**src/common/cpu_defines.svh**
```systemverilog
// core width and reset constants
`ifndef CPU_DEFINES_SVH
`define CPU_DEFINES_SVH

// data path and instruction widths
`define XLEN 64                  // rv64 integer word
`define ILEN 32                  // base encoding, no compressed

// architectural register count
`define NUM_REGS 32              // x0..x31, x0 hardwired zero

// fetch address after reset
`define RESET_PC 64'h0

// addi x0, x0, 0
// held in the instruction latch while the packet is invalid
`define NOP_INSTR 32'h0000_0013

`endif

```
**src/common/cpu_pkg.sv**
```systemverilog
// core types and pipeline structs
`default_nettype none
`include "cpu_defines.svh"

package cpu_pkg;

    typedef logic [`XLEN-1:0] xlen_t;                  // data word
    typedef logic [$clog2(`NUM_REGS)-1:0] reg_idx_t;   // register index

    // major opcodes of the kept instructions
    typedef enum logic [6:0] {
        OP_LUI    = 7'b0110111,
        OP_AUIPC  = 7'b0010111,
        OP_JAL    = 7'b1101111,
        OP_JALR   = 7'b1100111,
        OP_BRANCH = 7'b1100011,
        OP_LOAD   = 7'b0000011,
        OP_STORE  = 7'b0100011,
        OP_IMM    = 7'b0010011,
        OP_REG    = 7'b0110011
    } opcode_e;

    // one struct per format, fields at their isa bit positions
    typedef struct packed {
        logic [6:0] funct7;
        reg_idx_t   rs2;
        reg_idx_t   rs1;
        logic [2:0] funct3;
        reg_idx_t   rd;
        opcode_e    opcode;
    } r_fmt_t;

    typedef struct packed {
        logic [11:0] imm;
        reg_idx_t    rs1;
        logic [2:0]  funct3;
        reg_idx_t    rd;
        opcode_e     opcode;
    } i_fmt_t;

    typedef struct packed {
        logic [6:0] imm11_5;
        reg_idx_t   rs2;
        reg_idx_t   rs1;
        logic [2:0] funct3;
        logic [4:0] imm4_0;
        opcode_e    opcode;
    } s_fmt_t;

    typedef struct packed {
        logic       imm12;
        logic [5:0] imm10_5;
        reg_idx_t   rs2;
        reg_idx_t   rs1;
        logic [2:0] funct3;
        logic [3:0] imm4_1;
        logic       imm11;
        opcode_e    opcode;
    } b_fmt_t;

    typedef struct packed {
        logic [19:0] imm;      // upper 20 bits
        reg_idx_t    rd;
        opcode_e     opcode;
    } u_fmt_t;

    typedef struct packed {
        logic       imm20;
        logic [9:0] imm10_1;
        logic       imm11;
        logic [7:0] imm19_12;
        reg_idx_t   rd;
        opcode_e    opcode;
    } j_fmt_t;

    // one instruction word, six views
    typedef union packed {
        r_fmt_t r;
        i_fmt_t i;
        s_fmt_t s;
        b_fmt_t b;
        u_fmt_t u;
        j_fmt_t j;
    } instr_u;

    typedef enum logic [2:0] {
        ALU_ADD, ALU_SUB, ALU_SLT, ALU_SLTU, ALU_XOR, ALU_OR, ALU_AND, ALU_PASS_B
    } alu_op_e;

    typedef enum logic [2:0] {
        BR_NONE, BR_EQ, BR_NE, BR_LT, BR_GE, BR_LTU, BR_GEU
    } branch_e;

    // decoded control, all zero means no-op
    typedef struct packed {
        reg_idx_t rd;
        reg_idx_t rs1;
        reg_idx_t rs2;
        xlen_t    imm;         // sign extended
        alu_op_e  alu_op;
        logic     use_imm;     // operand b from imm
        logic     use_pc;      // operand a from pc, auipc
        logic     reg_we;
        logic     mem_load;
        logic     mem_store;
        branch_e  branch;
        logic     jal;
        logic     jalr;
    } decoded_t;

    typedef struct packed {
        instr_u instr;
        xlen_t  pc;
        logic   valid;         // low for reset and flushed slots
    } fetch_pkt_t;

    typedef struct packed {
        xlen_t addr;
        xlen_t wdata;
        logic  we;             // one cycle write strobe
    } dmem_req_t;

endpackage

`default_nettype wire

```
**src/fetch/fetch_stage.sv**
```systemverilog
// instruction fetch stage
`timescale 1ns/100ps
`default_nettype none
`include "cpu_defines.svh"

module fetch_stage (
    input  wire                  clk_1hz,
    input  wire                  reset_n,
    input  wire                  redirect,     // from execute, one cycle
    input  wire cpu_pkg::xlen_t  redirect_pc,
    output cpu_pkg::xlen_t       imem_addr,
    input  wire cpu_pkg::instr_u imem_data,
    output cpu_pkg::fetch_pkt_t  fetch_pkt
);
    import cpu_pkg::*;

    xlen_t pc;

    assign imem_addr = pc;     // memory answers in the same cycle

    // pc register and instruction latch
    always_ff @(posedge clk_1hz or negedge reset_n) begin
        if (!reset_n) begin
            pc              <= `RESET_PC;
            fetch_pkt.instr <= `NOP_INSTR;
            fetch_pkt.pc    <= `RESET_PC;
            fetch_pkt.valid <= 1'b0;
        end else begin
            // word at pc goes to execute next cycle
            fetch_pkt.instr <= imem_data;
            fetch_pkt.pc    <= pc;
            if (redirect) begin
                pc              <= redirect_pc;
                fetch_pkt.valid <= 1'b0;     // kill the word fetched behind the branch
            end else begin
                pc              <= pc + xlen_t'(4);
                fetch_pkt.valid <= 1'b1;
            end
        end
    end

    // targets from execute must keep word alignment
    pc_aligned_a: assert property (
        @(posedge clk_1hz) disable iff (!reset_n)
        pc[1:0] == 2'b00
    ) else $error("fetch pc misaligned: %h", pc);

endmodule

`default_nettype wire

```
**config.mk**
```make
export PLATFORM = sky130hd
export DESIGN_NAME = fetch_stage
export DESIGN_NICKNAME = d
export VERILOG_FILES = /design/src/common/cpu_pkg.sv /design/src/fetch/fetch_stage.sv
export VERILOG_INCLUDE_DIRS = /design/src /design/src/common
export SDC_FILE = /design/constraint.sdc
export NUM_CORES = 1
export LEC_CHECK = 0
export ABC_AREA = 1
export BUFFER_PORTS_ARGS = -buffer_cell sky130_fd_sc_hd__buf_4
export CORE_MARGIN = 5
export CORE_UTILIZATION = 39
export DETAILED_ROUTE_END_ITERATION = 10
export HOLD_SLACK_MARGIN = 0.15
export PLACE_DENSITY_LB_ADDON = 0.12
export REMOVE_ABC_BUFFERS = 1
export SLEW_MARGIN = 0
export SYNTH_ARGS = -nofsm -noshare
export SYNTH_HDL_FRONTEND = slang
export SYNTH_SLANG_ARGS = --single-unit
```
**constraint.sdc**
```tcl
create_clock -name clk_1hz -period 2 [get_ports clk_1hz]
set_clock_uncertainty 0.2 [all_clocks]
set_input_delay 0.1 -clock clk_1hz [delete_from_list [all_inputs] [get_ports clk_1hz]]
set_output_delay 0.1 -clock clk_1hz [all_outputs]
set_load 0.005 [all_outputs]
```
==> results_dict.tcl <==
set metrics [dict create \
    hp-class "reg -> reg" \
    final_cells 1522 \
    synth_cell_types 25 \
    core_um2 17200 \
    final_hold_viol_count 0 \
    num_vias 7080 \
    comb_power_share_pct 18.0 \
    routed_wl_um 25300 \
    start_util_pct 39.5 \
    grt_pass1_vias 7288 \
    worstMarginPinSlew_ps 974 \
    num_rows 48 \
    ys_ff_latch 161 \
    yosys_warnings 0 \
    status "completed" \
    p_leak_nw 5.72 \
    cts_tree "built" \
    register_area_um2 4050 \
    num-fill-cells 1323 \
    cap_violations 0 \
    drtIter0Drc 462 \
    place.gp.congestion 0.955 \
    grt_pass1_wl_um 39600 \
    p_int_mw 6.36 \
    switching_share_pct 26.4 \
    syn-cell-area_um2 6780 \
    slew_viol_final 0 \
    max_slew_margin_pct 35.1 \
    viasPerCell 4.65 \
    die_x_um 142 \
    avgSynthCellArea_um2 8.72 \
    critical_path_class "in -> reg" \
    fin_nets 1384 \
    power.switching_mw 2.28 \
    worstSetupEndpointType "flip-flop" \
    diodes 0 \
    postRouteAntennaNets 0 \
    dr.pass1.iters 5 \
    fp.dieH_um 142 \
    grt_max_degree 72 \
    ioPinCount 260 \
    antenna_found_initial 0 \
    numCtsBuffers 17 \
    seq_area_frac_synth_pct 59.5 \
    fin_crit_sh_pct 96.1 \
    htreeDepth 4 \
    cts_buffer_depth 2 \
    cts_root_buf "clkbuf_16" \
    p_per_area_nw_per_um2 718 \
    grt_util_all_layers_pct 25.3 \
    clk_pin_slew_worst_paths_ps 70 \
    grt-ovfl-total 0 \
    clock-sinks 161 \
    wl_per_cell_um 16.6 \
    p_seq_share_pct 43.8 \
    pre_cts_ws_ps -10.0 \
    clkLatencyLatePin_ps 430 \
    critPathArrivalTime_ps 2030 \
    pwr-share-clk_pct 38.3 \
    final_util_pct 70.0 \
    setup_ws_ps 78.1 \
    post-route-drc-count 0 \
    place_inst 1275 \
    hpwl_um 17000 \
    dieArea_um2 20100 \
    drive_gt1_share_pct 30.3 \
    r2r_slack_ps 90 \
    ir_worst_vdd_mv 0.599 \
    setup_viol 0 \
    period_minus_slack_ps 1920 \
    port_buffers 259 \
    syn_to_final_growth_pct 77.5 \
    multi_input_area_um2 2560 \
    critPathMaxFanout 1 \
    cp.required_ps 2110 \
    netlist_instances 777 \
    start_kind "input pin" \
    fmax_mhz 520 \
    holdWs_ps 229 \
]
[layout by cell type (no fill, tap or decap), types with 3 or more instances in the layout]
cell type      Yosys  routed
nor2_4             4       8
buf_4              0     292
dfstp_2            3       3
inv_6              0       3
o21ai_1           21      24
clkinv_4           0       3
clkbuf_16          0      17
o21ai_0           13      10
dfrtp_2            0      16
inv_1             54      54
xnor2_1           11      11
dlygate4sd3_1      0     204
dfrtp_1          158     142
buf_12             0       4
nand2_1          281     279
clkinvlp_4         0       3
nor2_2             7      18
o21bai_1          13      13
nor2_1           108      93
xor2_1            13      13
nand4_1            7       7
nand3_1           49      47
nand2_2           10      12
a21oi_1            3       3
[worst max-delay path, stage by stage]
cell and delay, ps:
dlygate4sd3_1 540, buf_4 130, nand2_1 60, dlygate4sd3_1 550
o21ai_1 70, dlygate4sd3_1 570
[cell usage after synthesis]
master | number | area share [%]
nor2_1 | 108 | 6.0
o21bai_1 | 13 | 1.4
dfrtp_1 | 158 | 58
nand3b_1 | 1 | 0.11
o21ai_0 | 13 | 0.96
dfstp_2 | 3 | 1.2
o21ai_1 | 21 | 1.6
ha_1 | 1 | 0.18
buf_2 | 3 | 0.22
nand4_1 | 7 | 0.65
nor2_4 | 4 | 0.66
buf_1 | 2 | 0.11
a21oi_1 | 3 | 0.22
nand2_2 | 10 | 0.92
nand2_4 | 2 | 0.33
nor3_1 | 1 | 0.074
nor2_2 | 7 | 0.65
nor2_8 | 2 | 0.59
inv_2 | 1 | 0.055
nand3_1 | 49 | 3.6
inv_1 | 54 | 3.0
clkbuf_1 | 9 | 0.50
xor2_1 | 13 | 1.7
xnor2_1 | 11 | 1.4
nand2_1 | 281 | 16
[power groups by stage]
stage               sequential [mW]  combinational (mW)  clock [mW]
detailed placement             3.83                1.16           0
CTS                            3.77                1.51        3.37
global placement               3.83                1.15           0
global route                   3.82                1.69        3.49
finish                         3.78                1.55        3.30
floorplan                      3.80               0.283           0
[cell families (layout without fill, tap and decap cells)]
kind of cell               after synthesis  in the layout  share of synthesized area (%)
DFF                                    161            161                           59.5
AOI/OAI and AO/OA                       50             50                           4.17
adders and majority gates                1              1                          0.185
buffers and inverters                   69            589                           3.88
and+or+nand+nor                        472            472                           29.2
xor gates and xnor gates                24             24                           3.10
[registers in the layout (all words and copies together), names as in the netlist]
name	cells
fetch_pkt	97
imem_addr	64
[final cells by class]
type,count,area share (%)
clock inverters,13,1.26
flip-flops and latches,161,33.7
inverters,55,1.72
repair buffers,502,36.1
multi-input cells,547,21.3
well taps,225,2.34
clock buffers,19,3.68
[timing repair]
item                                   CTS  global route
resized for setup                        1            43
endpoints found under the hold margin  258             0
setup buffers                            0             9
hold buffers                           206             0
pin swaps                                0             4
setup endpoints to repair                2            39
[per-stage QoR]
stage | power, mW | setup TNS [ps] | instance area (um^2)
after floorplan | 4.09 | 0 | 6720
after global placement | 4.98 | 0 | 9200
after detailed placement | 5.00 | -14.2 | 9200
after CTS | 8.66 | 0 | 11900
after global routing | 9.00 | -8.31 | 12000
final | 8.64 | 0 | 12000
[per-layer routing]
layer  wire length, um  global-route usage, %  share of wire, %  vias to the layer above
met3              1850                   5.53               7.3                       32
met1             11100                   34.1                44                     3335
met4               449                   7.37               1.8                        0
met2             12000                   41.2                47                      276
li1                  -                      -                 -                     3437
met5                 0                      0                 0                        -
[worst paths after layout]
| kind | start | cells past startpoint | endpoint |
|---|---|---|---|
| worst max-delay path | redirect_pc[9] | 6 | imem_addr[9] |
| worst min-delay path | imem_addr[1] | 0 | fetch_pkt[2] |
| worst max register to register | imem_addr[5] | 6 | imem_addr[9] |
| worst min register to register | imem_addr[1] | 0 | fetch_pkt[2] |
| max in group asynchronous | reset_n | 4 | imem_addr[32] |
| min in group asynchronous | reset_n | 3 | fetch_pkt[65] |
No activity file was read; power rests on OpenSTA's default activity.
